==> config.mk <==
export PLATFORM = sky130hd
export DESIGN_NAME = pipe_reg
export DESIGN_NICKNAME = d
export VERILOG_FILES = /design/src/cpu_pkg.sv /design/src/pipe_reg.sv
export VERILOG_INCLUDE_DIRS = /design/src
export SDC_FILE = /design/constraint.sdc
export NUM_CORES = 1
export LEC_CHECK = 0
export CAP_MARGIN = 10
export CELL_PAD_IN_SITES_DETAIL_PLACEMENT = 1
export CELL_PAD_IN_SITES_GLOBAL_PLACEMENT = 2
export CORE_MARGIN = 2
export CORE_UTILIZATION = 42
export CTS_BUF_LIST = sky130_fd_sc_hd__clkbuf_4 sky130_fd_sc_hd__clkbuf_8
export DETAILED_ROUTE_END_ITERATION = 8
export DONT_BUFFER_PORTS = 1
export GPL_TIMING_DRIVEN = 0
export PLACE_DENSITY = 0.95
export REMOVE_ABC_BUFFERS = 1
export SYNTH_ARGS = -nofsm -noshare
export SYNTH_HDL_FRONTEND = slang
export SYNTH_SLANG_ARGS = --single-unit
export TNS_END_PERCENT = 100
==> constraint.sdc <==
create_clock -name clk -period 1.2 [get_ports clk]
set_input_delay 0.36 -clock clk [delete_from_list [all_inputs] [get_ports clk]]
set_output_delay 0.36 -clock clk [all_outputs]
set_load 0.05 [all_outputs]
==> src/cpu_macros.svh <==
`ifndef CPU_MACROS_SVH
`define CPU_MACROS_SVH

// data and instruction word width
`define CPU_XLEN 16

// architectural registers, r0 reads as zero
`define CPU_NREGS 16

// memory depths in 16-bit words
`define CPU_IMEM_WORDS 256
`define CPU_DMEM_WORDS 256

`endif

==> src/cpu_pkg.sv <==
`default_nettype none

`include "cpu_macros.svh"

package cpu_pkg;

  // opcode lives in instr[15:12]
  // codes not listed here run as no-ops
  typedef enum logic [3:0] {
    OP_ADD = 4'b0000,
    OP_SUB = 4'b0001,
    OP_XOR = 4'b0010,
    OP_SLL = 4'b0100,
    OP_SRA = 4'b0101,
    OP_ROR = 4'b0110,
    OP_LW  = 4'b1000,
    OP_SW  = 4'b1001,
    OP_LLB = 4'b1010,
    OP_LHB = 4'b1011,
    OP_B   = 4'b1100,
    OP_PCS = 4'b1110,
    OP_HLT = 4'b1111
  } opcode_e;

  // bit positions inside the V N Z flag register
  localparam int FLAG_Z = 0;
  localparam int FLAG_N = 1;
  localparam int FLAG_V = 2;

  // operand source for execute
  typedef enum logic [1:0] {
    NONE     = 2'd0,
    FROM_MEM = 2'd1,
    FROM_WB  = 2'd2
  } fwd_sel_e;

  // all-zero value is a bubble
  typedef struct packed {
    opcode_e    op;
    logic [2:0] cond;
    logic       reg_write;
    logic       mem_read;
    logic       mem_write;
    // writeback takes the load data
    logic       to_mem_data;
    logic       use_imm;
    logic       is_branch;
    logic       is_pcs;
    logic       is_hlt;
    logic       z_en;
    logic       v_en;
    logic       n_en;
  } ctrl_t;

  typedef struct packed {
    logic                 valid;
    logic [`CPU_XLEN-1:0] pc;
    logic [`CPU_XLEN-1:0] instr;
  } if_id_t;

  typedef struct packed {
    ctrl_t                ctrl;
    logic [3:0]           rs;
    logic [3:0]           rt;
    logic [3:0]           rd;
    logic [`CPU_XLEN-1:0] rs_data;
    logic [`CPU_XLEN-1:0] rt_data;
    logic [`CPU_XLEN-1:0] imm;
    logic [`CPU_XLEN-1:0] pc;
  } id_ex_t;

  typedef struct packed {
    ctrl_t                ctrl;
    logic [3:0]           rd;
    logic [`CPU_XLEN-1:0] y;
    logic [`CPU_XLEN-1:0] st_data;
  } ex_mem_t;

  // load data is not carried here
  // it comes straight off the data RAM in writeback
  typedef struct packed {
    ctrl_t                ctrl;
    logic [3:0]           rd;
    logic [`CPU_XLEN-1:0] y;
  } mem_wb_t;

endpackage

`default_nettype wire

==> src/pipe_reg.sv <==
`default_nettype none

module pipe_reg import cpu_pkg::*; #(
  parameter type payload_t = if_id_t
) (
  input  logic     clk,
  input  logic     arst_n,
  input  logic     hold,
  input  logic     flush,
  input  payload_t d,
  output payload_t q
);

  // reset and flush both leave the all-zero bubble
  // flush wins over hold
  always_ff @(posedge clk or negedge arst_n) begin
    if (!arst_n) begin
      q <= '0;
    end else if (flush) begin
      q <= '0;
    end else if (!hold) begin
      q <= d;
    end
  end

endmodule

`default_nettype wire

# Yosys cells after proc, flatten, opt, wreduce, memory -nomap -nowiden

Index checks and enable logic that the tools add are counted.

Word-level logic and storage cells: 6
Bits in registers: 33
Output and inout port bits: 33
Input port bits: 37

Muxes and demuxes: 2
Equality and inequality tests: 1

Operators with widths:

| operator           | number |
|---|---|
| $mux 33            | 2 |
| $ne 2x1->1 const B | 1 |

# Depth between registers and ports, before layout

Word-level depth: 2
Mapped depth: 4

# Least setup slack after synthesis

OpenSTA, ideal clock, no wires.

Kind: input to register
Start point: input port hold
End point: register q[0] (netlist bit)
Library setup time: 0.132 ns
Setup slack: 0.229 ns
Data arrival time: 0.839 ns
Path buffers: 2
Cell stages on the path: 4
Cells stage by stage: buf_6 buf_12 mux2i_1 nor2_1

Word-level cells in the longest chain between the ends: 1

Ends and longest elaborated chain:

| item                        | line           | RTL |
|---|---|---|
| from (decl)                 | pipe_reg.sv:8  | `input logic hold,` |
| $ne 2x1->1 (no source line) | n/a            |  |
| to (signal assigned)        | pipe_reg.sv:18 | `q <= '0;` |
| to (signal assigned)        | pipe_reg.sv:20 | `q <= '0;` |
| to (signal assigned)        | pipe_reg.sv:22 | `q <= d;` |
| to (decl)                   | pipe_reg.sv:11 | `output payload_t q` |

Every way passes these cells.
A chain may end at the register's enable or synchronous reset.

# Worst setup path after layout

Start point: register q[16] (netlist bit)
End point: output port q[16] (netlist bit)

No word-level cell between the ends.

==> load_flow_metrics.sql <==
INSERT INTO impl_metrics (metric_group, metric, value, unit) VALUES
('cts', 'cts_root_buf', 'clkbuf_4', ''),
('hold_path', 'min_delay_path_depth', '1', ''),
('route', 'total_routed_wirelength', '2710', 'um'),
('sta', 'finalCritPeriodShare', '104', '%'),
('power_and_ir_drop', 'combinational_share_of_power', '5.4', '%'),
('route', 'postRouteAntennaNets', '0', ''),
('sta', 'timing.final.ws_setup', '-47.0', 'ps'),
('global_route', 'grt-ovfl-total', '0', ''),
('sta', 'clock.fmax', '0.802', 'GHz'),
('cts', 'cts-root-to-sink-buffers', '2', ''),
('finish', 'share_of_final_layout_standard_cells_stronger_than_drive_strength_1', '38.5', '%'),
('power_and_ir_drop', 'power_switching', '0.701', 'mW'),
('cts', 'cts_tree', 'built', ''),
('power_and_ir_drop', 'cell_leakage_power', '0.709', 'nW'),
('power_and_ir_drop', 'power.density_cell_area', '1660', 'mW/mm^2'),
('global_route', 'grt_antenna_before_repair', '0', ''),
('floorplanning', 'die_area', '0.00373', 'mm^2'),
('synthesis', 'syn_area', '0.00137', 'mm^2'),
('cts', 'clk_pin_slew_worst_paths', '100', 'ps'),
('power_and_ir_drop', 'power.share.switching', '28.3', '%'),
('placement', 'total_half_perimeter_wirelength_after_legalization_and_detailed_placement', '1840', 'um'),
('synthesis', 'synthArstFlopShare', '100', '%'),
('floorplanning', 'die_w', '61.1', 'um'),
('sta', 'setup_viol', '33', ''),
('run_status', 'failed_checks', 'negative setup slack', ''),
('synthesis', 'synthDominantAreaCellType', 'dfrtp_1', ''),
('finish', 'layout-area-overhead-vs-synth', '9.33', '%'),
('setup_path', 'cp-end-kind', 'output pin', ''),
('global_route', 'via_count_of_the_first_global_routing_pass', '882', ''),
('finish', 'fin_nets', '145', ''),
('setup_path', 'cp.arrival', '890', 'ps'),
('synthesis', 'yosys_most_used_dff', 'dfrtp_1', ''),
('placement', 'io_buffers', '0', ''),
('power_and_ir_drop', 'clock_power_share', '35.8', '%'),
('sta', 'worstMarginPinSlew', '279', 'ps'),
('synthesis', 'synth_largest_type_area_fraction', '60.4', '%'),
('global_route', 'grt_pass1_wl', '4150', 'um'),
('route', 'route.detailed.drc', '0', ''),
('setup_path', 'cp.required', '840', 'ps'),
('route', 'vias_per_cell', '5.14', ''),
('sta', 'finalHoldWorstSlack', '65.0', 'ps'),
('setup_path', 'timing.setup.critical_path_class', 'register to output pin', ''),
('run_status', 'outcome', 'finished, violations left', ''),
('global_route', 'grt_start_max_net_pins', '34', ''),
('hold_path', 'hold_class', 'primary input to register', ''),
('cts', 'htreeDepth', '2', ''),
('synthesis', 'syn_area_per_cell', '12.8', 'um^2'),
('finish', 'fillers', '309', ''),
('floorplanning', 'std_cell_rows', '20', ''),
('sta', 'timing.final.crit_period', '1250', 'ps'),
('floorplanning', 'core_area', '0.00308', 'mm^2'),
('finish', 'largest_register', 'q', ''),
('route', 'drt-initial-drc-count', '10', ''),
('finish', 'antenna_cells', '0', ''),
('setup_path', 'timing.critical_path.from_type', 'register', ''),
('route', 'drt_pre_antenna_iters', '4', ''),
('global_route', 'grt_use_total', '16.4', '%'),
('sta', 'clock-skew-final', '0', 'ps'),
('synthesis', 'seq_cells_post_synth', '33', ''),
('cts', 'number_of_buffers_inserted_during_clock_tree_synthesis', '5', ''),
('sta', 'hold_viol', '0', ''),
('finish', 'largest_register_ffs', '33', ''),
('synthesis', 'yosys_warnings', '0', ''),
('setup_path', 'crit_path_max_fanout', '2', ''),
('floorplanning', 'initial_utilization', '44.4', '%'),
('setup_path', 'worstSetupPathDepth', '0', ''),
('route', 'route.vias.total', '786', ''),
('floorplanning', 'die-height', '61.1', 'um'),
('flow_run', 'max_cap_viol_count', '0', ''),
('power_and_ir_drop', 'pwr-share-seq', '58.7', '%'),
('placement', 'detailed_place.area', '0.00134', 'mm^2');
[cells by family (layout without fill, tap and decap cells)]
kind of cell,count (synthesis),in the layout,synth area share (%)
simple gates,33,33,9.06
flops,33,33,60.4
mux,33,33,24.2
buf+inv,8,10,6.40
[stage by stage]
stage / TNS [ps] / util (%) / worst slack [ps]
CTS: -1760 / 48.6 / -64.4
floorplan: 0 / - / 240
global route: -2380 / 48.6 / -82.4
global placement: 0 / 43.4 / 214
finish: -1160 / 48.6 / -47.0
detailed placement: 0 / 43.4 / 209
[final timing paths]
kind / startpoint / end / slack, ps
min in group asynchronous: arst_n / q[22] / 470
max reg2reg: q[28] / q[28] / 300
min: flush / q[13] / 70
max in group asynchronous: arst_n / q[6] / 540
min reg2reg: q[19] / q[19] / 750
max: q[16] / q[16] / -50
[per-layer routing]
metal	vias up	track usage, %	routed length, um
met4	0	11.2	69
li1	351	-	-
met3	7	6.72	245
met1	390	17.1	941
met5	-	0	0
met2	38	26.9	1460
[cells in the final DEF (no fill, tap or decap), drive strengths merged]
cell         instances
mux2i               33
buf                  1
clkbuf               7
dlygate4sd3          1
dfrtp               33
bufinv               1
nor2                33
[layout make-up]
type                            count  area (um^2)  area share [%]
Clock buffer                        7         58.8            3.93
Tap cell                           44         55.1            3.68
Multi-Input combinational cell     66          454            30.4
Timing Repair Buffer                2         30.0            2.01
Sequential cell                    33          867            58.0
Clock inverter                      1         30.0            2.01
[worst reg2reg max path, cell delays in order, from the launching register on]
cell,delay (ps)
dfrtp_2,530
mux2i_1,210
nor2_1,50
[what timing repair did]
| action | 4_1_cts | 5_1_grt |
|---|---|---|
| hold endpoints to repair | 33 | 0 |
| cloned | 0 | 0 |
| pin swaps | 0 | 0 |
| setup endpoints to repair | 33 | 33 |
| buffers inserted | 0 | 0 |
| resized for setup | 33 | 0 |
| hold buffers | 2 | 0 |
[power by group through the flow]
stage | logic (mW) | registers [mW] | clock network, mW
floorplan | 0.0941 | 1.45 | 0
global placement | 0.0980 | 1.46 | 0
detailed placement | 0.107 | 1.47 | 0
CTS | 0.139 | 1.46 | 0.916
global route | 0.155 | 1.47 | 0.971
finish | 0.135 | 1.46 | 0.889
No activity file was read; power rests on OpenSTA's default activity.
