File: src/cpu_macros.svh
`ifndef CPU_MACROS_SVH
`define CPU_MACROS_SVH

// data and instruction word width
`define CPU_XLEN 16

// architectural registers, r0 reads as zero
`define CPU_NREGS 16

// memory depths in 16-bit words
`define CPU_IMEM_WORDS 256
`define CPU_DMEM_WORDS 256

`endif

File: src/cpu_pkg.sv
`default_nettype none

`include "cpu_macros.svh"

package cpu_pkg;

  // opcode lives in instr[15:12]
  // codes not listed here run as no-ops
  typedef enum logic [3:0] {
    OP_ADD = 4'b0000,
    OP_SUB = 4'b0001,
    OP_XOR = 4'b0010,
    OP_SLL = 4'b0100,
    OP_SRA = 4'b0101,
    OP_ROR = 4'b0110,
    OP_LW  = 4'b1000,
    OP_SW  = 4'b1001,
    OP_LLB = 4'b1010,
    OP_LHB = 4'b1011,
    OP_B   = 4'b1100,
    OP_PCS = 4'b1110,
    OP_HLT = 4'b1111
  } opcode_e;

  // bit positions inside the V N Z flag register
  localparam int FLAG_Z = 0;
  localparam int FLAG_N = 1;
  localparam int FLAG_V = 2;

  // operand source for execute
  typedef enum logic [1:0] {
    NONE     = 2'd0,
    FROM_MEM = 2'd1,
    FROM_WB  = 2'd2
  } fwd_sel_e;

  // all-zero value is a bubble
  typedef struct packed {
    opcode_e    op;
    logic [2:0] cond;
    logic       reg_write;
    logic       mem_read;
    logic       mem_write;
    // writeback takes the load data
    logic       to_mem_data;
    logic       use_imm;
    logic       is_branch;
    logic       is_pcs;
    logic       is_hlt;
    logic       z_en;
    logic       v_en;
    logic       n_en;
  } ctrl_t;

  typedef struct packed {
    logic                 valid;
    logic [`CPU_XLEN-1:0] pc;
    logic [`CPU_XLEN-1:0] instr;
  } if_id_t;

  typedef struct packed {
    ctrl_t                ctrl;
    logic [3:0]           rs;
    logic [3:0]           rt;
    logic [3:0]           rd;
    logic [`CPU_XLEN-1:0] rs_data;
    logic [`CPU_XLEN-1:0] rt_data;
    logic [`CPU_XLEN-1:0] imm;
    logic [`CPU_XLEN-1:0] pc;
  } id_ex_t;

  typedef struct packed {
    ctrl_t                ctrl;
    logic [3:0]           rd;
    logic [`CPU_XLEN-1:0] y;
    logic [`CPU_XLEN-1:0] st_data;
  } ex_mem_t;

  // load data is not carried here
  // it comes straight off the data RAM in writeback
  typedef struct packed {
    ctrl_t                ctrl;
    logic [3:0]           rd;
    logic [`CPU_XLEN-1:0] y;
  } mem_wb_t;

endpackage

`default_nettype wire

File: src/reg_file.sv
`default_nettype none

`include "cpu_macros.svh"

module reg_file import cpu_pkg::*; (
  input  logic                 clk,
  input  logic                 arst_n,
  input  logic [3:0]           rs,
  input  logic [3:0]           rt,
  output logic [`CPU_XLEN-1:0] rs_data,
  output logic [`CPU_XLEN-1:0] rt_data,
  input  logic                 we,
  input  logic [3:0]           rd,
  input  logic [`CPU_XLEN-1:0] wdata,
  input  logic                 z_en,
  input  logic                 v_en,
  input  logic                 n_en,
  input  logic                 z_in,
  input  logic                 v_in,
  input  logic                 n_in,
  output logic [2:0]           flags
);

  logic [`CPU_XLEN-1:0] regs [`CPU_NREGS];

  // writes to r0 are dropped
  always_ff @(posedge clk or negedge arst_n) begin
    if (!arst_n) begin
      for (int i = 0; i < `CPU_NREGS; i++) begin
        regs[i] <= '0;
      end
    end else if (we && rd != 4'd0) begin
      regs[rd] <= wdata;
    end
  end

  // same-cycle write shows through to decode
  assign rs_data = (rs == 4'd0)          ? '0    :
                   (we && rd == rs)      ? wdata : regs[rs];
  assign rt_data = (rt == 4'd0)          ? '0    :
                   (we && rd == rt)      ? wdata : regs[rt];

  // flags are written from execute
  // each bit moves only under its own enable
  always_ff @(posedge clk or negedge arst_n) begin
    if (!arst_n) begin
      flags <= 3'b000;
    end else begin
      if (z_en) flags[FLAG_Z] <= z_in;
      if (v_en) flags[FLAG_V] <= v_in;
      if (n_en) flags[FLAG_N] <= n_in;
    end
  end

endmodule

`default_nettype wire

File: config.mk
export PLATFORM = sky130hd
export DESIGN_NAME = reg_file
export DESIGN_NICKNAME = d
export VERILOG_FILES = /design/src/cpu_pkg.sv /design/src/reg_file.sv
export VERILOG_INCLUDE_DIRS = /design/src
export SDC_FILE = /design/constraint.sdc
export NUM_CORES = 1
export LEC_CHECK = 0
export BUFFER_PORTS_ARGS = -buffer_cell sky130_fd_sc_hd__buf_4
export CORE_UTILIZATION = 50
export DETAILED_ROUTE_END_ITERATION = 6
export GPL_ROUTABILITY_DRIVEN = 0
export PLACE_DENSITY_LB_ADDON = 0.2
export REMOVE_ABC_BUFFERS = 1
export SYNTH_ARGS = -nofsm -noshare
export SYNTH_HDL_FRONTEND = slang
export SYNTH_SLANG_ARGS = --single-unit
File: constraint.sdc
create_clock -name clk -period 3 [get_ports clk]
set_input_delay 0.3 -clock clk [delete_from_list [all_inputs] [get_ports clk]]
set_output_delay 0.3 -clock clk [all_outputs]
set_load 0.01 [all_outputs]
---- After elaboration in Yosys (flattened, before gate mapping) ----
Cells that the tools add are included.
operators by class
  muxes and demuxes ....................... 13
  equal/unequal tests ..................... 2
  magnitude comparators ................... 4
  bitwise operators ....................... 3
  reduce and logical (&&, ||, !) cells .... 7
operator list
  kind                  number
  $bwmux W256           1
  $mux W16              9
  $bmux W16 S4          2
  $demux W16 S4         1
  $ge A5 B5 Y1 const B  3
  $not A4 Y5            3
  $eq A4 B4 Y1          2
  $logic_not A4 Y1      2
  $lt A5 B1 Y1 const B  1
  $logic_and A1 B1 Y1   4
  $reduce_bool A4 Y1    1
word-level totals
  output and inout bits ................... 35
  word-level logic and storage cells ...... 48
  register bits ........................... 259
  input port bits ......................... 37

---- Depth between registers and ports, before layout ----
  depth after elaboration ................. 6
  depth in mapped cells ................... 8
  depth with buffers taken out ............ 4

---- Least setup slack after synthesis ----
Ideal clock, no wire load.
  path kind ............................... input to output
  from .................................... input port rs[1]
  to ...................................... output port rs_data[11]
  setup slack ............................. 1.053 ns
  stages on the path ...................... 7
  path buffers ............................ 3
  arrival time ............................ 1.647 ns
  cells stage by stage .................... buf_2 or3b_1 clkbuf_1 buf_2 o22ai_1 a211oi_1 a31oi_1
on the way
  cells in the longest elaborated chain, start to end .. 6
  elaborated cells between the ends (all ways) .. 9
RTL lines
  what                                         line            text
  start, declared                              reg_file.sv:8   input logic [3:0] rs,
  $not A4 Y5 (implied by the code)             reg_file.sv:39  (we && rd == rs) ? wdata : regs[rs];
  $bmux W16 S4                                 reg_file.sv:39
  $mux W16 (implied by the code) (2 in a row)  reg_file.sv:39
  $mux W16                                     reg_file.sv:39
  $mux W16 (*)                                 reg_file.sv:38  assign rs_data = (rs == 4'd0) ? '0 :
  end, declared                                reg_file.sv:10  output logic [`CPU_XLEN-1:0] rs_data,
Every way passes the cells marked *; elsewhere a longest branch is shown, timed or not. The select of a mux whose other input is x is not followed.

---- Worst setup path in the final report ----
  from .................................... register regs[2] in the netlist's numbering
  to ...................................... output port rt_data[2]
on the way
  cells in the longest elaborated chain, start to end .. 5
RTL lines
  what                                         line            text
  start, declared                              reg_file.sv:24  logic [`CPU_XLEN-1:0] regs [`CPU_NREGS];
  start signal, assigned by index              reg_file.sv:33  regs[rd] <= wdata;
  $bmux W16 S4                                 reg_file.sv:41  (we && rd == rt) ? wdata : regs[rt];
  $mux W16 (implied by the code) (2 in a row)  reg_file.sv:41
  $mux W16                                     reg_file.sv:41
  $mux W16                                     reg_file.sv:40  assign rt_data = (rt == 4'd0) ? '0 :
  end, declared                                reg_file.sv:11  output logic [`CPU_XLEN-1:0] rt_data,
No other way between the ends. The select of a mux whose other input is x is not followed.

==> impl_metrics.tcl <==
set metrics [dict create \
    critPathMaxFanout 3 \
    path_clk_slew_ns 0.06 \
    vias_per_cell 6.47 \
    hold_path_class "in -> reg" \
    syn-cell-area_um2 14100 \
    htree_levels 1 \
    ys_seq_elements 259 \
    power_density_nw_per_um2 686 \
    relSlewSlack 0.164 \
    internal-power_mw 8.11 \
    leakage_nw 7.01 \
    final_common_cell "dfrtp_1" \
    required_ns 2.70 \
    wl_per_cell_um 28.1 \
    num_vias 9753 \
    numCtsBuffers 28 \
    power_switching_mw 3.06 \
    antenna_found_initial 1 \
    fillers 2294 \
    place_area_um2 15200 \
    grt_max_degree 88 \
    r2r_start "flags[2]" \
    routed_wl_mm 42.3 \
    clock_skew_ns 0 \
    core_um2 27800 \
    drtAntennaViolNets 0 \
    yosysWarnings 0 \
    fin_cells 1507 \
    synth_cells 1054 \
    fmax_mhz 378 \
    setup_tns_ns 0 \
    cp.arrival_ns 2.34 \
    final_cell_mix "dfrtp_1 (259), mux2_2 (222), mux2i_1 (128), buf_4 (128)" \
    end_kind "output pin" \
    crit_path_start "regs[2]" \
    critPathLaunchType "register" \
    outcome "completed" \
    rows 61 \
    maxCapViolCount 0 \
    p_sw_frac 0.274 \
    ir_drop_mv 0.682 \
    cts_root_buf "clkbuf_16" \
    dp_cells 1449 \
    clock_latency_ns 0.56 \
    fin_crit_sh 0.881 \
    die_w_um 170 \
    drt_iter0_drc 789 \
    setup_viol 0 \
    synth_edf_count 0 \
    fin_area_um2 16300 \
    clkPwrFrac 0.343 \
    nets 1145 \
    critPathKind "reg -> out" \
    drc 0 \
    dp_hpwl_mm 27.0 \
    drtPass1Iterations 5 \
    yosysUniqueCellTypes 30 \
    die_h_um 170 \
    utilization 0.586 \
    postSynthAreaPerCell_um2 13.4 \
    async_flop_share 1.00 \
    pwr-share-seq 0.432 \
    power_frac_comb 0.225 \
    layout-drive-gt1-share 0.435 \
    tightest_slew_ns 1.25 \
    gr-total-overflow 0 \
    syn2layout_area_growth_pct 15.0 \
    track_usage 0.303 \
    clock_path_buffers 3 \
    initial_utilization 0.509 \
    cts_tree "done" \
    rsz0062_at_grt "no" \
    synth_ff_type "dfrtp_1" \
    hold_violations 0 \
    io_buffers 71 \
    cts_resized 0 \
    min_period_ns 2.64 \
    pin_count 72 \
    grt_pass1_wl_mm 64.2 \
    dieArea_um2 29000 \
    clkSinkCount 259 \
    slew_violations 0 \
    seq_area_frac_synth 0.458 \
    worstHoldStart "wdata[9]" \
    grt_pass1_vias 9931 \
]
[stage by stage]
stage | power, mW | hold slack (ns) | setup slack, ns
after floorplan | 6.36 | 0.00441 | 1.23
after global placement | 7.26 | 0.383 | 0.465
after detailed placement | 7.35 | 0.386 | 0.419
after CTS | 11.2 | 0.109 | 0.331
after global routing | 11.6 | 0.126 | 0.282
final | 11.2 | 0.115 | 0.357
[cells by family (layout without fill, tap and decap cells)]
family                    after synthesis  count (layout)  synth area share
buffers and inverters                 120             194            0.0423
AOI/OAI and AO/OA                     160             160            0.0762
muxes                                 437             437             0.390
other                                   0               1                 0
and+or+nand+nor                        70              70            0.0284
xor gates and xnor gates                8               8           0.00495
DFF                                   259             259             0.458
[flip-flops by register name, indices dropped and copies added (netlist names)]
signal and cells:
regs 256, flags 3
[path summary, 6_finish.rpt]
check,to,slack [ns],cells past startpoint
max,rt_data[2],0.36,5
max reg2reg,flags[2],1.69,2
min,regs[121],0.12,2
min reg2reg,regs[254],0.40,0
min in group asynchronous,regs[136],0.38,2
max in group asynchronous,regs[39],1.82,3
[per-layer routing]
metal | share of wire | wire [um] | global-route usage
met5 | 0 | 0 | 0
met4 | 0.036 | 1520 | 0.104
met3 | 0.067 | 2820 | 0.0437
met2 | 0.47 | 19800 | 0.482
met1 | 0.43 | 18100 | 0.427
[critical path, stage by stage, from the launching register on]
cell,delay (ns)
dfrtp_1,0.38
mux4_2,0.46
mux2_2,0.27
a211oi_1,0.35
a21oi_1,0.12
buf_4,0.20
[synth_stat cells, drive strengths merged (8+ instances only)]
master  instances  area (um2)
clkbuf         55         206
a211oi         32         240
buf            65         392
mux4           64        1440
a31oi          30         188
o31ai          32         240
mux2          245        2800
xnor2           8        70.1
dfrtp         259        6480
o22ai          64         400
nand3          33         175
nor2            9        41.3
mux2i         128        1280
[final cells by class]
cell class,count,area [um2],share of cell area
Timing Repair Buffer,144,1210,0.0741
Tap cell,378,473,0.0291
Sequential cell,259,6480,0.398
Multi-Input combinational cell,675,7090,0.435
Clock inverter,9,173,0.0106
Antenna cell,1,2.50,0.000154
Clock buffer,41,851,0.0523
[power groups by stage]
stage / sequential, mW / clock (mW) / combinational, mW
finish: 4.82 / 3.83 / 2.52
global placement: 4.81 / 0 / 2.45
CTS: 4.80 / 3.86 / 2.52
floorplan: 4.68 / 0 / 1.67
detailed placement: 4.85 / 0 / 2.50
global route: 4.92 / 4.02 / 2.71
[what timing repair did]
action	4_1_cts	5_1_grt
hold buffers	7	0
hold endpoints to repair	84	0
buffers inserted	0	0
(Power assumes the default switching activity.)
