===== config.mk =====
export PLATFORM = sky130hd
export DESIGN_NAME = alu
export DESIGN_NICKNAME = d
export VERILOG_FILES = /design/src/cpu_pkg.sv /design/src/alu.sv
export VERILOG_INCLUDE_DIRS = /design/src
export SDC_FILE = /design/constraint.sdc
export NUM_CORES = 1
export LEC_CHECK = 0
export ABC_AREA = 1
export BUFFER_PORTS_ARGS = -buffer_cell sky130_fd_sc_hd__buf_2
export CORE_MARGIN = 1.5
export CORE_UTILIZATION = 48
export DETAILED_ROUTE_END_ITERATION = 16
export GPL_TIMING_DRIVEN = 1
export PLACE_DENSITY = 0.77
export SYNTH_ARGS = -nofsm -noshare
export SYNTH_HDL_FRONTEND = slang
export SYNTH_SLANG_ARGS = --single-unit
export TNS_END_PERCENT = 30

===== constraint.sdc =====
create_clock -name vclk -period 5.15
set_input_delay 0.515 -clock vclk [all_inputs]
set_output_delay 0.515 -clock vclk [all_outputs]
set_load 0.01 [all_outputs]

===== src/cpu_macros.svh =====
`ifndef CPU_MACROS_SVH
`define CPU_MACROS_SVH

// data and instruction word width
`define CPU_XLEN 16

// architectural registers, r0 reads as zero
`define CPU_NREGS 16

// memory depths in 16-bit words
`define CPU_IMEM_WORDS 256
`define CPU_DMEM_WORDS 256

`endif


===== src/cpu_pkg.sv =====
`default_nettype none

`include "cpu_macros.svh"

package cpu_pkg;

  // opcode lives in instr[15:12]
  // codes not listed here run as no-ops
  typedef enum logic [3:0] {
    OP_ADD = 4'b0000,
    OP_SUB = 4'b0001,
    OP_XOR = 4'b0010,
    OP_SLL = 4'b0100,
    OP_SRA = 4'b0101,
    OP_ROR = 4'b0110,
    OP_LW  = 4'b1000,
    OP_SW  = 4'b1001,
    OP_LLB = 4'b1010,
    OP_LHB = 4'b1011,
    OP_B   = 4'b1100,
    OP_PCS = 4'b1110,
    OP_HLT = 4'b1111
  } opcode_e;

  // bit positions inside the V N Z flag register
  localparam int FLAG_Z = 0;
  localparam int FLAG_N = 1;
  localparam int FLAG_V = 2;

  // operand source for execute
  typedef enum logic [1:0] {
    NONE     = 2'd0,
    FROM_MEM = 2'd1,
    FROM_WB  = 2'd2
  } fwd_sel_e;

  // all-zero value is a bubble
  typedef struct packed {
    opcode_e    op;
    logic [2:0] cond;
    logic       reg_write;
    logic       mem_read;
    logic       mem_write;
    // writeback takes the load data
    logic       to_mem_data;
    logic       use_imm;
    logic       is_branch;
    logic       is_pcs;
    logic       is_hlt;
    logic       z_en;
    logic       v_en;
    logic       n_en;
  } ctrl_t;

  typedef struct packed {
    logic                 valid;
    logic [`CPU_XLEN-1:0] pc;
    logic [`CPU_XLEN-1:0] instr;
  } if_id_t;

  typedef struct packed {
    ctrl_t                ctrl;
    logic [3:0]           rs;
    logic [3:0]           rt;
    logic [3:0]           rd;
    logic [`CPU_XLEN-1:0] rs_data;
    logic [`CPU_XLEN-1:0] rt_data;
    logic [`CPU_XLEN-1:0] imm;
    logic [`CPU_XLEN-1:0] pc;
  } id_ex_t;

  typedef struct packed {
    ctrl_t                ctrl;
    logic [3:0]           rd;
    logic [`CPU_XLEN-1:0] y;
    logic [`CPU_XLEN-1:0] st_data;
  } ex_mem_t;

  // load data is not carried here
  // it comes straight off the data RAM in writeback
  typedef struct packed {
    ctrl_t                ctrl;
    logic [3:0]           rd;
    logic [`CPU_XLEN-1:0] y;
  } mem_wb_t;

endpackage

`default_nettype wire


===== src/alu.sv =====
`default_nettype none

module alu import cpu_pkg::*; (
  input  logic [15:0] a,
  input  logic [15:0] b,
  input  opcode_e     op,
  input  logic [2:0]  cond,
  input  logic [2:0]  flags,
  output logic [15:0] y,
  output logic        z,
  output logic        v,
  output logic        n,
  output logic        taken
);

  logic [16:0] sum;
  logic        ovf;
  logic [15:0] sat;
  logic [31:0] rot;

  // one extra sign bit exposes signed overflow
  assign sum = (op == OP_SUB) ? {a[15], a} - {b[15], b} : {a[15], a} + {b[15], b};
  assign ovf = sum[16] ^ sum[15];
  // clamp toward the true sign
  assign sat = !ovf ? sum[15:0] : (sum[16] ? 16'h8000 : 16'h7fff);
  assign rot = {a, a} >> b[3:0];

  always_comb begin
    y = a;
    v = 1'b0;
    case (op)
      OP_ADD, OP_SUB: begin
        y = sat;
        v = ovf;
      end
      OP_XOR:        y = a ^ b;
      OP_SLL:        y = a << b[3:0];
      OP_SRA:        y = $signed(a) >>> b[3:0];
      OP_ROR:        y = rot[15:0];
      // effective address
      OP_LW, OP_SW:  y = a + b;
      OP_LLB:        y = {a[15:8], b[7:0]};
      OP_LHB:        y = {b[7:0], a[7:0]};
      default:       y = a;
    endcase
  end

  assign z = (y == 16'h0000);
  assign n = y[15];

  // branch test on the stored flags
  always_comb begin
    case (cond)
      3'b000:  taken = !flags[FLAG_Z];
      3'b001:  taken = flags[FLAG_Z];
      3'b010:  taken = !flags[FLAG_Z] && !flags[FLAG_N];
      3'b011:  taken = flags[FLAG_N];
      3'b100:  taken = flags[FLAG_Z] || !flags[FLAG_N];
      3'b101:  taken = flags[FLAG_N] || flags[FLAG_Z];
      3'b110:  taken = flags[FLAG_V];
      default: taken = 1'b1;
    endcase
  end

endmodule

`default_nettype wire


# Word level (Yosys, flattened, before mapping)
# Cells that the tools add are included.
op_classes:
  shifts: 3
  n_reduce_logical: 10
  n_bitwise: 2
  n_eq_ne: 15
  n_mux: 6
  n_addsub: 3
op_table:
  columns: ["operator", "n"]
  rows:
  - ["$pmux W16 S8", 1]
  - ["$mux W16", 2]
  - ["$shr A32 B4 Y16", 1]
  - ["$add A16 B16 Y17", 1]
  - ["$mux W17", 1]
  - ["$sub A16 B16 Y17", 1]
  - ["$add A16 B16 Y16", 1]
  - ["$eq A4 B4 Y1 const B", 4]
  - ["$logic_not A16 Y1", 1]
  - ["$shl A16 B4 Y16", 1]
  - ["$sshr A16 B4 Y16", 1]
  - ["$xor A16 B16 Y16", 1]
  - ["$eq A4 B3 Y1 const B", 3]
  - ["$eq A3 B3 Y1 const B", 3]
  - ["$pmux W1 S7", 1]
  - ["$eq A3 B2 Y1 const B", 2]
  - ["$eq A4 B1 Y1 const B", 1]
  - ["$eq A4 B2 Y1 const B", 1]
  - ["$logic_not A4 Y1", 1]
  - ["$reduce_or A2 Y1", 2]
  - ["$eq A3 B1 Y1 const B", 1]
  - ["$logic_not A3 Y1", 1]
  - ["$logic_not A1 Y1", 2]
  - ["$logic_or A1 B1 Y1", 2]
  - ["3 further kinds", 3]
word_totals:
  word_cells: 39
  register_bits: 0
  output_inout_bits: 20
  input_bits: 42

# Depth between registers and ports, before layout
logic_depth:
  depth_word: 6
  depth_mapped: 30
  mapped_depth_nobuf: 28

# Least setup slack after synthesis
# Ideal clock, no wire load.
synth_timing:
  path_kind: "in2out"
  startpoint: "input b[0]"
  endpoint: "output z"
  slack_ps: 945
  arrival_ps: 3690
  n_path_buf: 3
  required_ps: 4635
  stages: 29
  path_cell_list: "buf_2 > inv_1 > buf_2 > ha_1 > inv_1 > nor3_2 > nand2_2 > o21ai_0 > o21ai_0 > xnor2_1 > ha_1 > nand2_1 > inv_1 > nand2_1 > nand2_1 > a21oi_1 > nand3_1 > nand2_1 > inv_1 > nor2_4 > nor2_4 > buf_6 > nand2_1 > nand3_1 > nand2_1 > nand2_1 > nor2_1 > nand2_1 > nor2_2"
synth_between:
  elab_chain_len: 6
  elab_cells_between_ends: 13
  classes_between: "3 x add/sub; 3 x shift; 4 x mux; 2 x bitwise; 1 x reduce/logical"
synth_rtl:
  columns: ["element", "line_no", "rtl"]
  rows:
  - ["start, declared", "alu.sv:5", "input logic [15:0] b,"]
  - ["$add A16 B16 Y17 or $sub A16 B16 Y17 (tied branches)", "alu.sv:22", "assign sum = (op == OP_SUB) ? {a[15], a} - {b[15], b} : {a[15], a} + {b[15], b};"]
  - ["$mux W17", "alu.sv:22", null]
  - ["$mux W16 or $xor A1 B1 Y1 (tied branches)", "alu.sv:25, alu.sv:23", null]
  - ["$mux W16", "alu.sv:25", "assign sat = !ovf ? sum[15:0] : (sum[16] ? 16'h8000 : 16'h7fff);"]
  - ["$pmux W16 S8 *", "alu.sv:31", "case (op)"]
  - ["$logic_not A16 Y1 *", "alu.sv:48", "assign z = (y == 16'h0000);"]
  - ["end, declared", "alu.sv:10", "output logic z,"]
# Every way passes the cells marked *; elsewhere a longest branch is shown, timed or not.

# Worst setup path after layout
# Ends and elaborated chain as after synthesis.

==> qor.yml <==
gp_congestion: 1.06
finalWirelength_um: 20000
hold_path.class: "in -> out"
swShare_pct: 67.2
fin_cells: 1167
crit_buf_inv: 3
rsz0062_at_grt: "no"
setup_viol: 0
synthCells: 998
crit_type: "in -> out"
tightest_slew_ns: 0.818
ant_nets: 0
grt_pass1_wl_um: 31700
wire_per_inst_um: 17.1
period_share_pct: 90.8
max_stage_delay_ns: 0.40
drc_errors: 0
synthTopCellsByArea: "nand2_1 30%, nand3_1 10%, inv_1 9.0%, ha_1 8.4%, a21oi_1 6.8%"
worstPathRequired_ns: 4.64
max_freq_mhz: 214
power_density_nw_per_um2: 126
post_cts_resized: 0
vias: 6661
drt_iter0_drc: 668
final_nets: 1113
final_area_sq_um: 5250
p_switching_mw: 0.443
p_seq_share_pct: 0
grt_antenna_before_repair: 0
tns_ns: 0
ys_types: 45
fin_crit_ns: 4.68
syn-num-nets: 1075
antenna_cells: 0
syn_to_final_growth_pct: 7.29
nClkBuffers: 0
critPathMaxFanout: 16
status: "finished, final reports clean"
critical-path-top-delay-family: "simple AND/OR/NAND/NOR gates"
leakage_nw: 3.01
coreArea_sq_um: 9820
cp_common_cell: "nand2_1"
critPathSlowestCell: "nor3_1"
netlist_area_sq_um: 4890
dp_hpwl_um: 16200
rows: 36
cp-start-kind: "primary input"
grt_overflow_total: 0
grt_util_all_layers_pct: 36.4
die_height_um: 104
maxSlewViolCount: 0
relSlewSlack_pct: 45.0
initial_core_util_pct: 49.8
ys_seq_area_share_pct: 0
arrival_ns: 4.16
pwr-share-clk_pct: 0
portBuffers: 62
power_frac_comb_pct: 100.0
drive_gt1_share_pct: 9.09
final_hold_viol_count: 0
worstSetupEndpointType: "output port"
ios: 62
vdd_ir_drop_max_uv: 82.3
avgSynthCellArea_sq_um: 4.90
vias_per_cell: 5.71
seq_cell_count: 0
p_int_mw: 0.216
grt_max_degree: 42
yosys.area.top_type: "nand2_1"
yosys.area.top_type_share_pct: 29.8
dieArea_sq_um: 10800
drtPass1Iterations: 6
hold_buffers: 0
post-place-cells: 1167
regArea_sq_um: 0
maxCapViolCount: 0
post_cts_buffers: 0
ys_warn_count: 0
dpl_cell_area_sq_um: 5250
first_global_vias: 5962
die_w_um: 104
Yosys cell counts, types with 3 or more instances:
master    number
nand2_1      388
inv_1        117
nand3_1       98
nor2_1        80
a21oi_1       66
o21ai_0       47
ha_1          33
xor2_1        18
o211ai_1      14
clkbuf_1      13
xnor2_1       11
o21a_1        10
buf_2          9
nand2_2        8
o22ai_1        8
nor3_1         7
o21bai_1       6
buf_1          5
nand4_1        5
buf_6          4
mux2i_1        4
nor2_4         4
o31ai_1        4
or2_2          4
buf_4          3
nand3b_1       3
nor4_1         3
routing by layer:
metal | GRT usage, % | routed length [um]
met5 | 0 | 0
met4 | 14.2 | 952
met3 | 5.14 | 2210
met2 | 58.3 | 8570
met1 | 48.9 | 8280
per-stage QoR:
| step | power, mW | hold slack [ns] | worst slack, ns | utilization [%] |
|---|---|---|---|---|
| 6_report | 0.659 | 1.33 | 0.475 | 53.5 |
| 5_1_grt | 0.730 | 1.34 | 0.0400 | 53.5 |
| 4_1_cts | 0.642 | 1.32 | 0.524 | 53.5 |
| 3_5_place_dp | 0.639 | 1.32 | 0.532 | 53.5 |
| 3_3_place_gp | 0.638 | 1.31 | 0.559 | 53.5 |
| 2_1_floorplan | 0.458 | 1.12 | 0.945 | - |
placed cells by master, fill, tap and decap left out, types with 7 or more instances in the layout:
cell type  Yosys  routed
o21ai_0       47      47
nor3_1         7       7
ha_1          33      33
o21a_1        10      10
nand2_1      388     388
nor2_1        80      80
buf_2          9      62
o211ai_1      14      14
o22ai_1        8       8
xor2_1        18      18
inv_1        117     117
xnor2_1       11      11
nand3_1       98      98
buf_4          3       8
nand2_2        8       8
a21oi_1       66      66
power by group through the flow:
stage | sequential [mW] | combinational (mW) | clock, mW
2_1_floorplan | 0 | 0.458 | 0
3_3_place_gp | 0 | 0.638 | 0
3_5_place_dp | 0 | 0.639 | 0
4_1_cts | 0 | 0.642 | 0
5_1_grt | 0 | 0.730 | 0
6_report | 0 | 0.659 | 0
logic make-up (layout without fill, tap and decap cells):
family	Yosys count	count (layout)	synth area share [%]
XOR/XNOR	29	29	5.19
AND/OR/NAND/NOR	610	610	52.4
buffers and inverters	155	191	13.0
AO/OA/AOI/OAI	165	165	19.4
adder cells (fa/ha/maj)	35	35	9.26
multiplexers	4	4	0.818
tightest hold or removal path, cell delays in order:
cell and delay (ns):
buf_2 0.09, o31ai_1 0.07, buf_2 0.14
path summary, 6_finish.rpt:
check / slack (ns) / cells after the start / from / to
setup / recovery: 0.47 / 25 / b[0] / z
hold / removal: 1.33 / 3 / cond[0] / taken
final cells by class:
type / count / area, sq um
inverters: 121 / 454
well taps: 133 / 166
multi-input cells: 843 / 4260
repair buffers: 70 / 370
fillers: 1137 / 4570
Note: power is estimated with default switching activity, not from simulation.
