==> config.mk <==
export PLATFORM = sky130hd
export DESIGN_NAME = instr_decode
export DESIGN_NICKNAME = d
export VERILOG_FILES = /design/src/cpu_pkg.sv /design/src/instr_decode.sv
export VERILOG_INCLUDE_DIRS = /design/src
export SDC_FILE = /design/constraint.sdc
export NUM_CORES = 1
export LEC_CHECK = 0
export ABC_AREA = 1
export BUFFER_PORTS_ARGS = -buffer_cell sky130_fd_sc_hd__buf_2
export CAP_MARGIN = 0
export CORE_MARGIN = 2
export CORE_UTILIZATION = 35
export DETAILED_ROUTE_END_ITERATION = 8
export PLACE_DENSITY = 0.63
export SYNTH_ARGS = -nofsm -noshare
export SYNTH_HDL_FRONTEND = slang
export SYNTH_SLANG_ARGS = --single-unit
==> constraint.sdc <==
create_clock -name vclk -period 4.2
set_clock_uncertainty 0.1 [all_clocks]
set_input_delay 0.63 -clock vclk [all_inputs]
set_output_delay 0.63 -clock vclk [all_outputs]
set_load 0.005 [all_outputs]
==> src/cpu_macros.svh <==
`ifndef CPU_MACROS_SVH
`define CPU_MACROS_SVH

// data and instruction word width
`define CPU_XLEN 16

// architectural registers, r0 reads as zero
`define CPU_NREGS 16

// memory depths in 16-bit words
`define CPU_IMEM_WORDS 256
`define CPU_DMEM_WORDS 256

`endif

==> src/cpu_pkg.sv <==
`default_nettype none

`include "cpu_macros.svh"

package cpu_pkg;

  // opcode lives in instr[15:12]
  // codes not listed here run as no-ops
  typedef enum logic [3:0] {
    OP_ADD = 4'b0000,
    OP_SUB = 4'b0001,
    OP_XOR = 4'b0010,
    OP_SLL = 4'b0100,
    OP_SRA = 4'b0101,
    OP_ROR = 4'b0110,
    OP_LW  = 4'b1000,
    OP_SW  = 4'b1001,
    OP_LLB = 4'b1010,
    OP_LHB = 4'b1011,
    OP_B   = 4'b1100,
    OP_PCS = 4'b1110,
    OP_HLT = 4'b1111
  } opcode_e;

  // bit positions inside the V N Z flag register
  localparam int FLAG_Z = 0;
  localparam int FLAG_N = 1;
  localparam int FLAG_V = 2;

  // operand source for execute
  typedef enum logic [1:0] {
    NONE     = 2'd0,
    FROM_MEM = 2'd1,
    FROM_WB  = 2'd2
  } fwd_sel_e;

  // all-zero value is a bubble
  typedef struct packed {
    opcode_e    op;
    logic [2:0] cond;
    logic       reg_write;
    logic       mem_read;
    logic       mem_write;
    // writeback takes the load data
    logic       to_mem_data;
    logic       use_imm;
    logic       is_branch;
    logic       is_pcs;
    logic       is_hlt;
    logic       z_en;
    logic       v_en;
    logic       n_en;
  } ctrl_t;

  typedef struct packed {
    logic                 valid;
    logic [`CPU_XLEN-1:0] pc;
    logic [`CPU_XLEN-1:0] instr;
  } if_id_t;

  typedef struct packed {
    ctrl_t                ctrl;
    logic [3:0]           rs;
    logic [3:0]           rt;
    logic [3:0]           rd;
    logic [`CPU_XLEN-1:0] rs_data;
    logic [`CPU_XLEN-1:0] rt_data;
    logic [`CPU_XLEN-1:0] imm;
    logic [`CPU_XLEN-1:0] pc;
  } id_ex_t;

  typedef struct packed {
    ctrl_t                ctrl;
    logic [3:0]           rd;
    logic [`CPU_XLEN-1:0] y;
    logic [`CPU_XLEN-1:0] st_data;
  } ex_mem_t;

  // load data is not carried here
  // it comes straight off the data RAM in writeback
  typedef struct packed {
    ctrl_t                ctrl;
    logic [3:0]           rd;
    logic [`CPU_XLEN-1:0] y;
  } mem_wb_t;

endpackage

`default_nettype wire

==> src/instr_decode.sv <==
`default_nettype none

module instr_decode import cpu_pkg::*; (
  input  logic [15:0] instr,
  input  logic [15:0] pc,
  input  logic [15:0] pc_next,
  output logic [3:0]  rs,
  output logic [3:0]  rt,
  output logic [3:0]  rd,
  output logic [15:0] imm,
  output ctrl_t       ctrl
);

  opcode_e     op;
  logic [15:0] mem_off;
  logic [15:0] br_off;

  assign op = opcode_e'(instr[15:12]);

  // word offsets become byte offsets
  assign mem_off = {{11{instr[3]}}, instr[3:0], 1'b0};
  assign br_off  = {{6{instr[8]}}, instr[8:0], 1'b0};

  always_comb begin
    rd        = instr[11:8];
    rs        = instr[7:4];
    rt        = instr[3:0];
    imm       = '0;
    ctrl      = '0;
    ctrl.op   = op;
    ctrl.cond = instr[11:9];
    case (op)
      OP_ADD, OP_SUB: begin
        ctrl.reg_write = 1'b1;
        ctrl.z_en      = 1'b1;
        ctrl.v_en      = 1'b1;
        ctrl.n_en      = 1'b1;
      end
      OP_XOR: begin
        ctrl.reg_write = 1'b1;
        ctrl.z_en      = 1'b1;
      end
      OP_SLL, OP_SRA, OP_ROR: begin
        // 4-bit shift amount sits where rt would
        ctrl.reg_write = 1'b1;
        ctrl.z_en      = 1'b1;
        ctrl.use_imm   = 1'b1;
        imm            = {12'h000, instr[3:0]};
      end
      OP_LW: begin
        ctrl.reg_write   = 1'b1;
        ctrl.mem_read    = 1'b1;
        ctrl.to_mem_data = 1'b1;
        ctrl.use_imm     = 1'b1;
        imm              = mem_off;
      end
      OP_SW: begin
        // store data register is in the rd field
        ctrl.mem_write = 1'b1;
        ctrl.use_imm   = 1'b1;
        rt             = instr[11:8];
        imm            = mem_off;
      end
      OP_LLB, OP_LHB: begin
        // read-modify-write of rd
        ctrl.reg_write = 1'b1;
        ctrl.use_imm   = 1'b1;
        rs             = instr[11:8];
        imm            = {8'h00, instr[7:0]};
      end
      OP_B: begin
        // target relative to the word after the branch
        ctrl.is_branch = 1'b1;
        imm            = pc + 16'd2 + br_off;
      end
      OP_PCS: begin
        ctrl.reg_write = 1'b1;
        ctrl.is_pcs    = 1'b1;
        imm            = pc_next;
      end
      OP_HLT: begin
        ctrl.is_hlt = 1'b1;
      end
      // unknown opcodes keep ctrl clear
      default: begin
        ctrl.op = op;
      end
    endcase
  end

endmodule

`default_nettype wire

# [Word-level counts from Yosys, hierarchy flattened]
# Cells that the tools add are included.
[word_totals] ff_bits=0 input_bits=48 out_inout_bits=46 word_cells=34
[classes] add_sub_neg=2 eq_ne=12 mux=12 reduce_logical=8
[op_table] operator="$pmux 16 s5" n=1
[op_table] operator="$eq 4x4->1 const B" n=7
[op_table] operator="$add 16x16->16" n=1
[op_table] operator="$add 16x2->16 const B" n=1
[op_table] operator="$eq 4x3->1 const B" n=3
[op_table] operator="$reduce_or 10->1" n=1
[op_table] operator="$mux 1" n=8
[op_table] operator="$mux 4" n=2
[op_table] operator="$reduce_or 7->1" n=1
[op_table] operator="$reduce_or 2->1" n=3
[op_table] operator="$reduce_or 6->1" n=1
[op_table] operator="$eq 4x1->1 const B" n=1
[op_table] operator="$eq 4x2->1 const B" n=1
[op_table] operator="$logic_not 4->1" n=1
[op_table] operator="$reduce_or 3->1" n=1
[op_table] operator="$mux 2" n=1

# [Longest topological paths before layout]
[depth] word_depth=3 depth_mapped=14 depth_no_buf=14

# [Least setup slack after synthesis]
# No wires, ideal clock.
[synth_path] path_type="input port to output port" start="input port instr[4]" end="output port imm[10]" arrival_time_ns=1.936 required_ns=3.470 setup_slack_ns=1.534 cell_stages=9 n_path_buf=0 cell_sequence="ha_1 ha_1 nand2_1 nand2_1 nor2_1 nor2_1 o21ai_0 nand2_1 o21bai_1"
[synth_via] elab_chain_len=2
[synth_lines] element="from (decl)" line="instr_decode.sv:4" source="input logic [15:0] instr,"
[synth_lines] element="$add 16x16->16" line="instr_decode.sv:74" source="imm = pc + 16'd2 + br_off;"
[synth_lines] element="$pmux 16 s5" line="instr_decode.sv:32" source="case (op)"
[synth_lines] element="to (decl)" line="instr_decode.sv:10" source="output logic [15:0] imm,"
# No other way between the ends.

# [Worst setup path after layout]
[layout_path] start="input port instr[8]" end="output port imm[15]"
# The elaborated chain is that of the path after synthesis.

==> impl_metrics.xml <==
<?xml version="1.0" encoding="UTF-8"?>
<metrics>
  <group name="status">
    <metric name="result_of_the_run" unit="">finished, final reports clean</metric>
  </group>
  <group name="worst_setup_path">
    <metric name="endpoint_kind" unit="">output pin</metric>
    <metric name="critical_path.startpoint_type" unit="">input pin</metric>
    <metric name="timing_worst_setup_path_type" unit="">input pin to output pin</metric>
    <metric name="critPathArrivalTime" unit="ns">2.35</metric>
    <metric name="crit_top_cell" unit="">nand2_1</metric>
    <metric name="cp_cell_sequence" unit="">buf_2 -&gt; ha_1 -&gt; ha_1 -&gt; nand2_1 -&gt; nor2_1 -&gt; inv_1 -&gt; nor2_1 -&gt; nand2_1 -&gt; nand2_1 -&gt; nand2_1 -&gt; nand3_1 -&gt; nand2_1 -&gt; buf_2</metric>
    <metric name="worst_ep_required_time" unit="ns">3.47</metric>
    <metric name="worst_path_largest_cell_delay" unit="ns">0.36</metric>
    <metric name="worstPathMaxFanout" unit="">9</metric>
    <metric name="critical_path.slowest_cell" unit="">ha_1</metric>
  </group>
  <group name="sta">
    <metric name="min_period_over_period" unit="%">73.4</metric>
    <metric name="hold-worst-slack" unit="ns">1.35</metric>
    <metric name="setup_viol" unit="">0</metric>
    <metric name="rsz0062_at_grt" unit="">no</metric>
    <metric name="worstMarginPinSlew" unit="ns">0.359</metric>
    <metric name="fmax" unit="GHz">0.324</metric>
    <metric name="setup-tns-final" unit="ns">0</metric>
    <metric name="finalWorstPathRequiredPeriod" unit="ns">3.08</metric>
    <metric name="hold_viol" unit="">0</metric>
    <metric name="maxSlewHeadroom" unit="%">76.0</metric>
    <metric name="timing_max_transition_violations_final" unit="">0</metric>
  </group>
  <group name="grt">
    <metric name="vias_in_the_first_global_route" unit="">1871</metric>
    <metric name="globalRoute.totalOverflow" unit="">0</metric>
    <metric name="antenna_found_initial" unit="">0</metric>
    <metric name="grt_use_total" unit="%">18.2</metric>
    <metric name="maximum_number_of_pins_on_one_net_before_global_route_repair" unit="">18</metric>
    <metric name="grt_pass1_wl" unit="mm">7.94</metric>
  </group>
  <group name="power_and_ir_drop">
    <metric name="vdd.ir_drop.worst" unit="mV">0.0534</metric>
    <metric name="total_leakage_power" unit="nW">1.38</metric>
    <metric name="cellPowerDensity" unit="nW/um^2">119</metric>
  </group>
  <group name="cells_and_area">
    <metric name="total_number_of_sequential_cells" unit="">0</metric>
    <metric name="clockBufferCount" unit="">0</metric>
    <metric name="final_nets" unit="">464</metric>
    <metric name="n_antenna_cell" unit="">0</metric>
    <metric name="seq_area" unit="sq um">0</metric>
    <metric name="area.growth.synth_to_final" unit="%">24.3</metric>
    <metric name="layout-drive-gt1-share" unit="%">28.5</metric>
  </group>
  <group name="detailed_routing">
    <metric name="post-route-drc-count" unit="">0</metric>
    <metric name="detail_route.first_pass.iterations" unit="">4</metric>
    <metric name="post_drt_wl_per_cell" unit="um">10.9</metric>
    <metric name="first_iter_violations" unit="">37</metric>
    <metric name="finalWirelength" unit="mm">4.76</metric>
    <metric name="route.detailed.vias_per_inst" unit="">4.69</metric>
    <metric name="drt.antenna.violating_nets" unit="">0</metric>
    <metric name="via_count" unit="">2054</metric>
  </group>
  <group name="synth">
    <metric name="synth_top_area_share" unit="%">25.8</metric>
    <metric name="yosysTopAreaCell" unit="">nand2_1</metric>
    <metric name="post_synth_inst_count" unit="">308</metric>
    <metric name="synth.area.top_cells" unit="">nand2_1, ha_1, inv_1</metric>
    <metric name="yosysUniqueCellTypes" unit="">27</metric>
    <metric name="postSynthNetCount" unit="">384</metric>
    <metric name="yosysSeqAreaShare" unit="%">0</metric>
    <metric name="syn_avg_cell_area" unit="sq um">5.34</metric>
    <metric name="ys.warnings.count" unit="">0</metric>
    <metric name="most_used_standard_cell_by_instance_count_after_synthesis" unit="">nand2_1</metric>
    <metric name="synth_cell_area" unit="sq um">1640</metric>
    <metric name="synth_top_cells_by_count" unit="">nand2_1, inv_1, ha_1</metric>
  </group>
  <group name="worst_hold_path">
    <metric name="class_of_the_tightest_hold_or_removal_check" unit="">input pin to output pin</metric>
    <metric name="hold_depth" unit="">2</metric>
  </group>
  <group name="clock_tree">
    <metric name="post_cts_resized" unit="">0</metric>
    <metric name="postCtsSetupBuffers" unit="">0</metric>
    <metric name="cts-hold-fix-buffers" unit="">0</metric>
  </group>
  <group name="die">
    <metric name="die_height" unit="um">72.5</metric>
    <metric name="area_of_the_die" unit="sq um">5260</metric>
    <metric name="boundaryPins" unit="">94</metric>
    <metric name="initial_core_util" unit="%">37.0</metric>
    <metric name="row_count" unit="">24</metric>
    <metric name="die_w" unit="um">72.5</metric>
    <metric name="core" unit="sq um">4440</metric>
  </group>
  <group name="run">
    <metric name="maxCapViolations" unit="">0</metric>
  </group>
  <group name="place">
    <metric name="routability_congestion_estimate_from_global_placement" unit="">0.806</metric>
    <metric name="numPortBuffers" unit="">94</metric>
    <metric name="dp.final_hpwl" unit="mm">4.08</metric>
  </group>
</metrics>
## stage by stage
step	total power, mW	cells	instance area, sq um	utilization, %	worst slack (ns)
final	0.243	438	2040	46.0	1.12
after global routing	0.281	438	2040	46.0	0.946
after CTS	0.246	438	2040	46.0	1.13
after detailed placement	0.243	438	2040	46.0	1.14
after global placement	0.242	438	2040	46.0	1.13
after floorplan	0.165	308	1640	-	1.53
## report_power, final
part,leakage [nW],total [mW],internal (mW),switching (mW)
Clock,0,0,0,0
Sequential,0,0,0,0
Combinational,1.38,0.243,0.102,0.141
Total,1.38,0.243,0.102,0.141
## cell type report
class,instances,area (sq um)
Tap cell,52,65.1
Timing Repair Buffer,94,470
Multi-Input combinational cell,232,1280
Fill cell,492,2400
Inverter,60,228
## path summary, 6_finish.rpt
path              startpoint  endpoint  slack (ns)
setup / recovery    instr[8]   imm[15]        1.12
hold / removal     instr[10]     rd[2]        1.35
## logic make-up after synthesis
family | share of synthesized area [%]
compound gates | 11.0
xor+xnor | 1.60
fa+ha+maj | 21.8
buf+inv | 22.1
simple gates | 43.5
## placed cells by master (no fill, tap or decap), drive strengths merged
master   synthesis  routed
a21oi           12      12
o21bai           2       2
nor3             3       3
xnor2            2       2
nand3           17      17
nor2            23      23
nand3b           2       2
nand4            4       4
o211ai           1       1
xor2             1       1
ha              27      27
o21ai           15      15
buf             16      94
nand2          118     118
o2111ai          2       2
fa               1       1
or2              2       2
inv             60      60
## critical path: cells and delay by family
kind,cells,cell delay [ns]
adders and majority gates,2,0.67
buffers and inverters,3,0.34
and+or+nand+nor,8,0.70
## per-layer routing
layer	wire (um)	GRT usage (%)
met1	2140	22.7
met2	2270	35.6
met4	28	1.03
met3	323	0.833
met5	0	0
No activity file was read; power rests on OpenSTA's default activity.
